===== src/include/stat_params.svh =====
// image statistics parameters
// widths, counter sizes and interrupt pulse length
`ifndef STAT_PARAMS_SVH
`define STAT_PARAMS_SVH

// sensor pixel width
`define PIX_W 10
// grey sum width
`define SUM_W 48
// window and coordinate counters
`define COORD_W 12
// register bank data and address
`define REG_W 32
`define ADDR_W 3
// interrupt pulse length in cycles
`define INT_LEN 4
// completed frame counter
`define FRAME_CNT_W 16

`endif


===== src/verilog/stat_pkg.sv =====
// image statistics types
// pixel, sum, coordinate and register address types
`include "stat_params.svh"

package stat_pkg;

	// one sensor pixel
	typedef logic [`PIX_W-1:0] pix_t;
	// accumulated grey sum
	typedef logic [`SUM_W-1:0] sum_t;
	// column or line number
	typedef logic [`COORD_W-1:0] coord_t;
	// register data word
	typedef logic [`REG_W-1:0] reg_t;

	// register map, 5..7 are read only
	typedef enum logic [`ADDR_W-1:0] {
		REG_OFFSET_X  = 0,
		REG_OFFSET_Y  = 1,
		REG_WIDTH     = 2,
		REG_HEIGHT    = 3,
		REG_INT_EN    = 4,
		REG_SUM_LO    = 5,
		REG_SUM_HI    = 6,
		REG_FRAME_CNT = 7
	} reg_addr_e;

endpackage


===== src/verilog/aoi_window.sv =====
// area-of-interest window
// delays the sensor timing by one cycle and keeps lval only
// for pixels inside the programmed rectangle
`timescale 1ns/1ps
`include "stat_params.svh"

module aoi_window (
	input  logic            clk,
	input  logic            rst_n,
	input  logic            fval,
	input  logic            lval,
	input  stat_pkg::pix_t  pix_data,
	input  stat_pkg::coord_t offset_x,
	input  stat_pkg::coord_t offset_y,
	input  stat_pkg::coord_t width,
	input  stat_pkg::coord_t height,
	output logic            aoi_fval,
	output logic            aoi_lval,
	output stat_pkg::pix_t  aoi_pix
);
	import stat_pkg::*;

	// raw lval one cycle late, for line end detect
	logic   lval_d;
	logic   frame_start;
	logic   line_end;
	// position of the pixel at the input
	coord_t col_cnt;
	coord_t line_cnt;
	coord_t cur_col;
	coord_t cur_line;
	// geometry frozen at frame start
	coord_t sh_off_x;
	coord_t sh_off_y;
	coord_t sh_width;
	coord_t sh_height;
	coord_t use_off_x;
	coord_t use_off_y;
	coord_t use_width;
	coord_t use_height;
	logic   col_in;
	logic   line_in;

	// ----------------------------------------
	// edges and current position
	// ----------------------------------------
	// aoi_fval doubles as the delayed fval
	assign frame_start = fval & ~aoi_fval;
	assign line_end    = lval_d & ~lval;

	// first cycle of a frame sees zero position and the live geometry
	assign cur_col    = frame_start ? '0 : col_cnt;
	assign cur_line   = frame_start ? '0 : line_cnt;
	assign use_off_x  = frame_start ? offset_x : sh_off_x;
	assign use_off_y  = frame_start ? offset_y : sh_off_y;
	assign use_width  = frame_start ? width : sh_width;
	assign use_height = frame_start ? height : sh_height;

	// one extra bit so offset plus size cannot wrap
	assign col_in  = ({1'b0, cur_col} >= {1'b0, use_off_x}) &&
		({1'b0, cur_col} < ({1'b0, use_off_x} + {1'b0, use_width}));
	assign line_in = ({1'b0, cur_line} >= {1'b0, use_off_y}) &&
		({1'b0, cur_line} < ({1'b0, use_off_y} + {1'b0, use_height}));

	// ----------------------------------------
	// counters and shadow geometry
	// ----------------------------------------
	always_ff @(posedge clk) begin
		if (!rst_n) begin
			col_cnt   <= '0;
			line_cnt  <= '0;
			sh_off_x  <= '0;
			sh_off_y  <= '0;
			sh_width  <= '0;
			sh_height <= '0;
		end else begin
			// column restarts whenever lval drops
			col_cnt  <= lval ? cur_col + 1'b1 : '0;
			line_cnt <= line_end ? cur_line + 1'b1 : cur_line;
			if (frame_start) begin
				sh_off_x  <= offset_x;
				sh_off_y  <= offset_y;
				sh_width  <= width;
				sh_height <= height;
			end
		end
	end

	// ----------------------------------------
	// one cycle output stage
	// ----------------------------------------
	always_ff @(posedge clk) begin
		if (!rst_n) begin
			aoi_fval <= 1'b0;
			aoi_lval <= 1'b0;
			lval_d   <= 1'b0;
		end else begin
			aoi_fval <= fval;
			lval_d   <= lval;
			// in-window pixels only
			aoi_lval <= lval & col_in & line_in;
		end
	end

	// pixel data just rides along
	always_ff @(posedge clk) begin
		aoi_pix <= pix_data;
	end

	// windowed lval never escapes the frame
	a_lval_in_frame: assert property (@(posedge clk) disable iff (!rst_n)
		aoi_lval |-> aoi_fval);

endmodule


===== src/verilog/frame_interrupt.sv =====
// frame end interrupt
// fixed-length irq pulse after each frame end when enabled
`timescale 1ns/1ps
`include "stat_params.svh"

module frame_interrupt (
	input  logic clk,
	input  logic rst_n,
	input  logic aoi_fval,
	input  logic int_enable,
	output logic irq
);
	// room for INT_LEN-1 down to zero
	localparam int CNT_W = $clog2(`INT_LEN + 1);

	logic             fval_d;
	logic             fval_fall;
	logic [CNT_W-1:0] len_cnt;

	assign fval_fall = fval_d & ~aoi_fval;

	// ----------------------------------------
	// pulse generator
	// ----------------------------------------
	always_ff @(posedge clk) begin
		if (!rst_n) begin
			fval_d  <= 1'b0;
			irq     <= 1'b0;
			len_cnt <= '0;
		end else begin
			fval_d <= aoi_fval;
			if (fval_fall && int_enable) begin
				// enable sampled at the frame end only
				irq     <= 1'b1;
				len_cnt <= CNT_W'(`INT_LEN - 1);
			end else if (irq) begin
				if (len_cnt == '0)
					irq <= 1'b0;
				else
					len_cnt <= len_cnt - 1'b1;
			end
		end
	end

	// pulse width fixed at INT_LEN
	a_irq_len: assert property (@(posedge clk) disable iff (!rst_n)
		$rose(irq) |-> irq [*`INT_LEN] ##1 !irq);

endmodule


===== src/verilog/grey_statis.sv =====
// grey statistics
// sums the top 8 bits of every windowed pixel in a frame and
// captures the sum on the interrupt rising edge
`timescale 1ns/1ps
`include "stat_params.svh"

module grey_statis (
	input  logic           clk,
	input  logic           rst_n,
	input  logic           aoi_fval,
	input  logic           aoi_lval,
	input  stat_pkg::pix_t aoi_pix,
	input  logic           irq,
	output stat_pkg::sum_t grey_sum
);
	import stat_pkg::*;

	// bits of each pixel that count
	localparam int GREY_W = 8;

	logic              fval_d;
	logic              irq_d;
	logic              fval_rise;
	logic              irq_rise;
	logic [GREY_W-1:0] grey8;
	sum_t              grey_ext;
	sum_t              acc;

	// ----------------------------------------
	// edge detect
	// ----------------------------------------
	always_ff @(posedge clk) begin
		if (!rst_n) begin
			fval_d <= 1'b0;
			irq_d  <= 1'b0;
		end else begin
			fval_d <= aoi_fval;
			irq_d  <= irq;
		end
	end

	assign fval_rise = aoi_fval & ~fval_d;
	assign irq_rise  = irq & ~irq_d;

	// msb slice of the pixel, zero extended
	assign grey8    = aoi_pix[`PIX_W-1 -: GREY_W];
	assign grey_ext = {{(`SUM_W-GREY_W){1'b0}}, grey8};

	// ----------------------------------------
	// accumulate and capture
	// ----------------------------------------
	always_ff @(posedge clk) begin
		if (!rst_n) begin
			acc      <= '0;
			grey_sum <= '0;
		end else begin
			// new frame restarts from this cycle's pixel
			if (fval_rise)
				acc <= aoi_lval ? grey_ext : '0;
			else if (aoi_lval)
				acc <= acc + grey_ext;
			// held until the next interrupt
			if (irq_rise)
				grey_sum <= acc;
		end
	end

	// sum only grows between frame starts
	a_acc_monotonic: assert property (@(posedge clk) disable iff (!rst_n)
		!fval_rise |=> (acc >= $past(acc)));

endmodule


===== src/verilog/stat_regs.sv =====
// statistics register bank
// window geometry, interrupt enable, sum readback and frame count
// write on wr_en, combinational read
`timescale 1ns/1ps
`include "stat_params.svh"

module stat_regs (
	input  logic                clk,
	input  logic                rst_n,
	input  logic                wr_en,
	input  stat_pkg::reg_addr_e addr,
	input  stat_pkg::reg_t      wdata,
	output stat_pkg::reg_t      rdata,
	input  stat_pkg::sum_t      grey_sum,
	input  logic                irq,
	output stat_pkg::coord_t    offset_x,
	output stat_pkg::coord_t    offset_y,
	output stat_pkg::coord_t    width,
	output stat_pkg::coord_t    height,
	output logic                int_enable
);
	import stat_pkg::*;

	logic                    irq_d;
	logic [`FRAME_CNT_W-1:0] frame_cnt;

	// ----------------------------------------
	// writable registers
	// ----------------------------------------
	always_ff @(posedge clk) begin
		if (!rst_n) begin
			offset_x   <= '0;
			offset_y   <= '0;
			width      <= '0;
			height     <= '0;
			int_enable <= 1'b0;
		end else if (wr_en) begin
			// read-only addresses fall through
			case (addr)
				REG_OFFSET_X: offset_x   <= wdata[`COORD_W-1:0];
				REG_OFFSET_Y: offset_y   <= wdata[`COORD_W-1:0];
				REG_WIDTH:    width      <= wdata[`COORD_W-1:0];
				REG_HEIGHT:   height     <= wdata[`COORD_W-1:0];
				REG_INT_EN:   int_enable <= wdata[0];
				default:      ;
			endcase
		end
	end

	// ----------------------------------------
	// frame counter
	// ----------------------------------------
	// one count per irq pulse
	always_ff @(posedge clk) begin
		if (!rst_n) begin
			irq_d     <= 1'b0;
			frame_cnt <= '0;
		end else begin
			irq_d <= irq;
			if (irq && !irq_d)
				frame_cnt <= frame_cnt + 1'b1;
		end
	end

	// ----------------------------------------
	// read mux
	// ----------------------------------------
	always_comb begin
		case (addr)
			REG_OFFSET_X:  rdata = reg_t'(offset_x);
			REG_OFFSET_Y:  rdata = reg_t'(offset_y);
			REG_WIDTH:     rdata = reg_t'(width);
			REG_HEIGHT:    rdata = reg_t'(height);
			REG_INT_EN:    rdata = reg_t'(int_enable);
			REG_SUM_LO:    rdata = grey_sum[`REG_W-1:0];
			// upper part of the sum, zero padded
			REG_SUM_HI:    rdata = reg_t'(grey_sum[`SUM_W-1:`REG_W]);
			REG_FRAME_CNT: rdata = reg_t'(frame_cnt);
			default:       rdata = '0;
		endcase
	end

endmodule


===== src/verilog/stat_top.sv =====
// image statistics top level
// window stage, grey statistics, frame interrupt and register bank
`timescale 1ns/1ps

module stat_top (
	input  logic                clk,
	input  logic                rst_n,
	// sensor side
	input  logic                fval,
	input  logic                lval,
	input  stat_pkg::pix_t      pix_data,
	// software side
	input  logic                wr_en,
	input  stat_pkg::reg_addr_e addr,
	input  stat_pkg::reg_t      wdata,
	output stat_pkg::reg_t      rdata,
	output logic                irq,
	output stat_pkg::sum_t      grey_sum
);
	import stat_pkg::*;

	// window output stream
	logic   aoi_fval;
	logic   aoi_lval;
	pix_t   aoi_pix;
	// geometry and enable from the bank
	coord_t offset_x;
	coord_t offset_y;
	coord_t width;
	coord_t height;
	logic   int_enable;

	// ----------------------------------------
	// datapath
	// ----------------------------------------
	aoi_window u_aoi_window (
		.clk      (clk),
		.rst_n    (rst_n),
		.fval     (fval),
		.lval     (lval),
		.pix_data (pix_data),
		.offset_x (offset_x),
		.offset_y (offset_y),
		.width    (width),
		.height   (height),
		.aoi_fval (aoi_fval),
		.aoi_lval (aoi_lval),
		.aoi_pix  (aoi_pix)
	);

	grey_statis u_grey_statis (
		.clk      (clk),
		.rst_n    (rst_n),
		.aoi_fval (aoi_fval),
		.aoi_lval (aoi_lval),
		.aoi_pix  (aoi_pix),
		.irq      (irq),
		.grey_sum (grey_sum)
	);

	// ----------------------------------------
	// control
	// ----------------------------------------
	frame_interrupt u_frame_interrupt (
		.clk        (clk),
		.rst_n      (rst_n),
		.aoi_fval   (aoi_fval),
		.int_enable (int_enable),
		.irq        (irq)
	);

	stat_regs u_stat_regs (
		.clk        (clk),
		.rst_n      (rst_n),
		.wr_en      (wr_en),
		.addr       (addr),
		.wdata      (wdata),
		.rdata      (rdata),
		.grey_sum   (grey_sum),
		.irq        (irq),
		.offset_x   (offset_x),
		.offset_y   (offset_y),
		.width      (width),
		.height     (height),
		.int_enable (int_enable)
	);

endmodule

===== config.mk =====
export PLATFORM = sky130hd
export DESIGN_NAME = stat_top
export DESIGN_NICKNAME = d
export VERILOG_FILES = /design/src/verilog/stat_pkg.sv /design/src/verilog/aoi_window.sv /design/src/verilog/frame_interrupt.sv /design/src/verilog/grey_statis.sv /design/src/verilog/stat_regs.sv /design/src/verilog/stat_top.sv
export VERILOG_INCLUDE_DIRS = /design/src /design/src/include
export SDC_FILE = /design/constraint.sdc
export NUM_CORES = 1
export LEC_CHECK = 0
export BUFFER_PORTS_ARGS = -buffer_cell sky130_fd_sc_hd__buf_2
export CAP_MARGIN = 30
export CORE_ASPECT_RATIO = 0.5
export CORE_UTILIZATION = 40
export CTS_CLUSTER_SIZE = 25
export DETAILED_ROUTE_END_ITERATION = 16
export GPL_TIMING_DRIVEN = 0
export HOLD_SLACK_MARGIN = 0.03
export SYNTH_ARGS = -nofsm -noshare
export SYNTH_HDL_FRONTEND = slang
export SYNTH_SLANG_ARGS = --single-unit

===== constraint.sdc =====
create_clock -name clk -period 5.2 [get_ports clk]
set_clock_uncertainty 0.05 [all_clocks]
set_input_delay 1.04 -clock clk [delete_from_list [all_inputs] [get_ports clk]]
set_output_delay 1.04 -clock clk [all_outputs]
set_load 0.05 [all_outputs]

==> impl_metrics.json <==
{
  "nNetsFinal": 1860,
  "grt_max_degree": 15,
  "netlist_area_um2": 13300,
  "p_clk_share_pct": 45.6,
  "ys_top_cells_by_area": "dfxtp_1 (38%), ha_1 (7.8%), nand2_1 (7.7%)",
  "irDropWorstVdd_mv": 0.226,
  "netlist.area_leader.share_pct": 37.6,
  "fillers": 3209,
  "die_h_um": 131,
  "synth_seq_area_share_pct": 37.6,
  "gp_congestion": 0.933,
  "critPathKind": "in -> reg",
  "power.internal_w": 0.00314,
  "cts-root-buf": "clkbuf_16",
  "p_switching_w": 0.000997,
  "clock.fmax_ghz": 0.201,
  "cp-end-kind": "register",
  "synthCells": 1588,
  "design_area_um2": 15300,
  "switching_share_pct": 24.1,
  "die_area_um2": 34100,
  "status": "completed",
  "max_stage_delay_ns": 0.35,
  "cts-buffers-inserted": 25,
  "cp_top_family": "compound AO/OA/AOI/OAI gates",
  "rsz0062_at_grt": "no",
  "drtIter0Drc": 724,
  "io_pins": 131,
  "routedWlPerCell_um": 17.7,
  "path_cells": "buf_2, nand2b_4, buf_8, buf_6, buf_4, mux2i_2, inv_1, ha_1, a21o_1, a21oi_2, o31ai_1, or3_1, nand4_1, nand2_1, xnor2_1, ha_1, and3_1, a211oi_1, o21ai_0, a31oi_1, o21ai_0, o211ai_1, o311a_1",
  "grt_usage_pct": 22.6,
  "setup_viol": 0,
  "htreeDepth": 1,
  "hold_end": "u_stat_regs.width[0]$_SDFFE_PN0P_",
  "worstHoldStart": "u_stat_regs.width[0]$_SDFFE_PN0P_",
  "clk_pin_slew_worst_paths_ns": 0.06,
  "place_ws_ns": -1.25,
  "maxCapViolCount": 0,
  "p_seq_share_pct": 47.1,
  "fp.dieW_um": 260,
  "hold_path.class": "reg -> reg",
  "cp_max_fo": 10,
  "hpwl_um": 29200,
  "synth-warning-count": 0,
  "relSlewSlack_pct": 39.6,
  "p_leak_nw": 6.52,
  "critPathSlowestCell": "or3_1",
  "multi_input_area_um2": 7840,
  "synth_enable_flop_cells": 0,
  "ys_seq_elements": 250,
  "synth.distinct_cells": 58,
  "reg2reg_slack_ns": 0.32,
  "first_pass_iters": 5,
  "antenna_found_initial": 0,
  "fin_hold_ws_ns": 0.418,
  "yosys.area.top_type": "dfxtp_1",
  "core_um2": 32200,
  "holdPathStages": 2,
  "tightest_slew_ns": 0.906,
  "power_frac_comb_pct": 7.4,
  "cts.sink_count": 250,
  "synthToLayoutAreaGrowth_pct": 15.3,
  "synthFlopType": "dfxtp_1",
  "worstSkewPairLatency_ns": 0.53,
  "drtAntennaViolNets": 0,
  "fin_crit_ns": 4.99,
  "cp-start-kind": "input port",
  "synthArstFlopShare_pct": 0,
  "ff_latch_area_um2": 5000,
  "drive_gt1_share_pct": 11.6,
  "start_util_pct": 41.4,
  "cts_tree": "built",
  "diodes": 0,
  "crit_required_ns": 5.58,
  "power_density_nw_per_um2": 270,
  "r2r-start": "u_aoi_window.aoi_fval$_SDFF_PN0_",
  "critical_path_buf_inv_count": 5,
  "vias": 11300,
  "avgSynthCellArea_um2": 8.38,
  "final_hold_viol_count": 0,
  "first_global_vias": 10600,
  "r2r-end": "u_aoi_window.aoi_lval$_SDFF_PN0_",
  "cts_buffer_depth": 3,
  "post_dp_cell_area_um2": 14400,
  "setup_slack_ns": 0.213,
  "fin_crit_sh_pct": 95.9,
  "cp.arrival_ns": 5.37,
  "portBuffers": 107,
  "rr_worst_depth": 22,
  "grt_pass1_wl_um": 59800,
  "wl_um": 38300,
  "vias_per_cell": 5.19,
  "utilization_pct": 47.7,
  "maxSlewViolCount": 0,
  "syn_nets": 1724,
  "rows": 46,
  "gr-total-overflow": 0,
  "tns_ns": 0,
  "drc_errors": 0
}
cell families (layout without fill, tap and decap cells):
logic type               Yosys count  after routing  share of synthesized area, %
AO/OA/AOI/OAI                    281            281                          14.2
XOR/XNOR                          98             98                          6.45
multiplexers                      68             68                          5.40
AND/OR/NAND/NOR                  668            668                          24.2
buffers and inverters            137            288                          3.88
flip-flops                       250            250                          37.6
adder cells (fa/ha/maj)           86             86                          8.25
registers in the layout, indices dropped and copies added (netlist names), named ones only:
| name | flops |
|---|---|
| u_stat_regs.offset_x | 12 |
| u_aoi_window.aoi_fval | 1 |
| u_aoi_window.sh_off_y | 12 |
| u_stat_regs.width | 12 |
| u_frame_interrupt.len_cnt | 3 |
| u_aoi_window.sh_height | 12 |
| u_aoi_window.col_cnt | 12 |
| u_aoi_window.sh_width | 12 |
| u_grey_statis.acc | 48 |
| u_frame_interrupt.fval_d | 1 |
| u_aoi_window.aoi_pix | 8 |
| u_stat_regs.offset_y | 12 |
| u_aoi_window.line_cnt | 12 |
| u_aoi_window.lval_d | 1 |
| u_grey_statis.grey_sum | 48 |
| u_stat_regs.int_enable | 1 |
| u_stat_regs.frame_cnt | 16 |
| u_stat_regs.irq_d | 1 |
| u_stat_regs.height | 12 |
| u_aoi_window.sh_off_x | 11 |
| u_aoi_window.aoi_lval | 1 |
| u_frame_interrupt.irq | 1 |
cells in the mapped netlist (2+ instances only):
cell / number
ha_1: 83
nand3b_1: 3
xor2_1: 56
fa_1: 3
mux2i_1: 38
o211ai_1: 3
a21oi_1: 50
xnor2_1: 42
and3_1: 36
a22o_1: 6
buf_2: 2
clkbuf_1: 71
a22oi_1: 10
and4_1: 4
nand3_1: 30
nor4_1: 5
o2111ai_1: 2
o21bai_1: 4
a21boi_0: 104
o21a_1: 3
mux2_2: 30
o41ai_1: 2
nor2b_1: 49
or4_4: 2
nand2b_1: 13
nor2_1: 114
nand4_1: 26
inv_1: 55
a221oi_1: 11
buf_1: 8
dfxtp_1: 250
nor3_1: 11
or3_1: 15
a211oi_1: 7
nand2_1: 272
a31oi_1: 6
o22ai_1: 6
nand4_2: 2
o21ai_0: 46
a21o_1: 13
and2_1: 78
worst max path at each step:
stage / start / end / slack (ns) / cells after the start
final: fval / u_aoi_window.aoi_lval$_SDFF_PN0_ / 0.21 / 23
after global routing: fval / u_aoi_window.aoi_lval$_SDFF_PN0_ / 0.001 / 23
after CTS: fval / u_aoi_window.aoi_lval$_SDFF_PN0_ / 0.04 / 22
after detailed placement: fval / u_aoi_window.aoi_lval$_SDFF_PN0_ / -1.25 / 24
after global placement: fval / u_aoi_window.aoi_lval$_SDFF_PN0_ / -1.26 / 24
after floorplan: fval / u_aoi_window.aoi_lval$_SDFF_PN0_ / 0.05 / 22
routing by layer:
| layer | GRT usage [%] | vias up | share of wire (%) |
|---|---|---|---|
| li1 | - | 5666 | - |
| met2 | 38.1 | 257 | 45 |
| met1 | 30.6 | 5284 | 48 |
| met3 | 2.55 | 65 | 4.1 |
| met5 | 0 | - | 0 |
| met4 | 6.37 | 0 | 2.7 |
power groups by stage:
stage | sequential [W] | clock [W] | combinational [W]
after CTS | 0.00195 | 0.00192 | 0.000299
after global routing | 0.00195 | 0.00200 | 0.000331
after detailed placement | 0.00199 | 0 | 0.000293
after global placement | 0.00199 | 0 | 0.000293
final | 0.00195 | 0.00189 | 0.000305
after floorplan | 0.00198 | 0 | 0.000190
placed cells by master, fill, tap and decap left out, drive strengths merged, types with 7 or more instances in the layout:
| cell | synthesis | layout |
|---|---|---|
| nor2 | 115 | 115 |
| and2 | 78 | 78 |
| a21boi | 104 | 104 |
| a21o | 13 | 13 |
| nor3 | 12 | 12 |
| a211oi | 7 | 7 |
| clkbuf | 71 | 97 |
| and3 | 36 | 36 |
| a221oi | 11 | 11 |
| nand4 | 28 | 28 |
| nand2 | 272 | 272 |
| ha | 83 | 83 |
| mux2i | 38 | 38 |
| o21ai | 46 | 46 |
| clkinv | 1 | 7 |
| or3 | 15 | 15 |
| nor2b | 49 | 49 |
| nand2b | 13 | 13 |
| xnor2 | 42 | 42 |
| nand3 | 30 | 30 |
| xor2 | 56 | 56 |
| a22oi | 10 | 10 |
| a21oi | 50 | 50 |
| buf | 10 | 124 |
| mux2 | 30 | 30 |
| dfxtp | 250 | 250 |
| inv | 55 | 55 |
tightest hold or removal path, cell delays in order (launching register included):
cell      delay [ns]
dfxtp_1         0.31
nand2_1         0.05
a21boi_0        0.06
repair_timing:
action,4_1_cts,5_1_grt
setup endpoints to repair,1,1
setup buffers,0,3
pin swaps,0,1
resized for setup,15,13
hold buffers,0,0
metrics by stage:
step           total power [W]  instances
2_1_floorplan          0.00217       1588
3_3_place_gp           0.00228       2127
3_5_place_dp           0.00228       2127
4_1_cts                0.00417       2168
5_1_grt                0.00428       2171
6_report               0.00414       2171
layout make-up:
class,instances,area share [%]
multi-input combinational,1201,51.1
sequential,250,32.6
clock buffer,31,4.35
timing repair buffer,110,3.64
tap,432,3.52
buffer,80,2.38
inverter,56,1.37
clock inverter,11,1.03
Power figures use the tool's default switching activity.
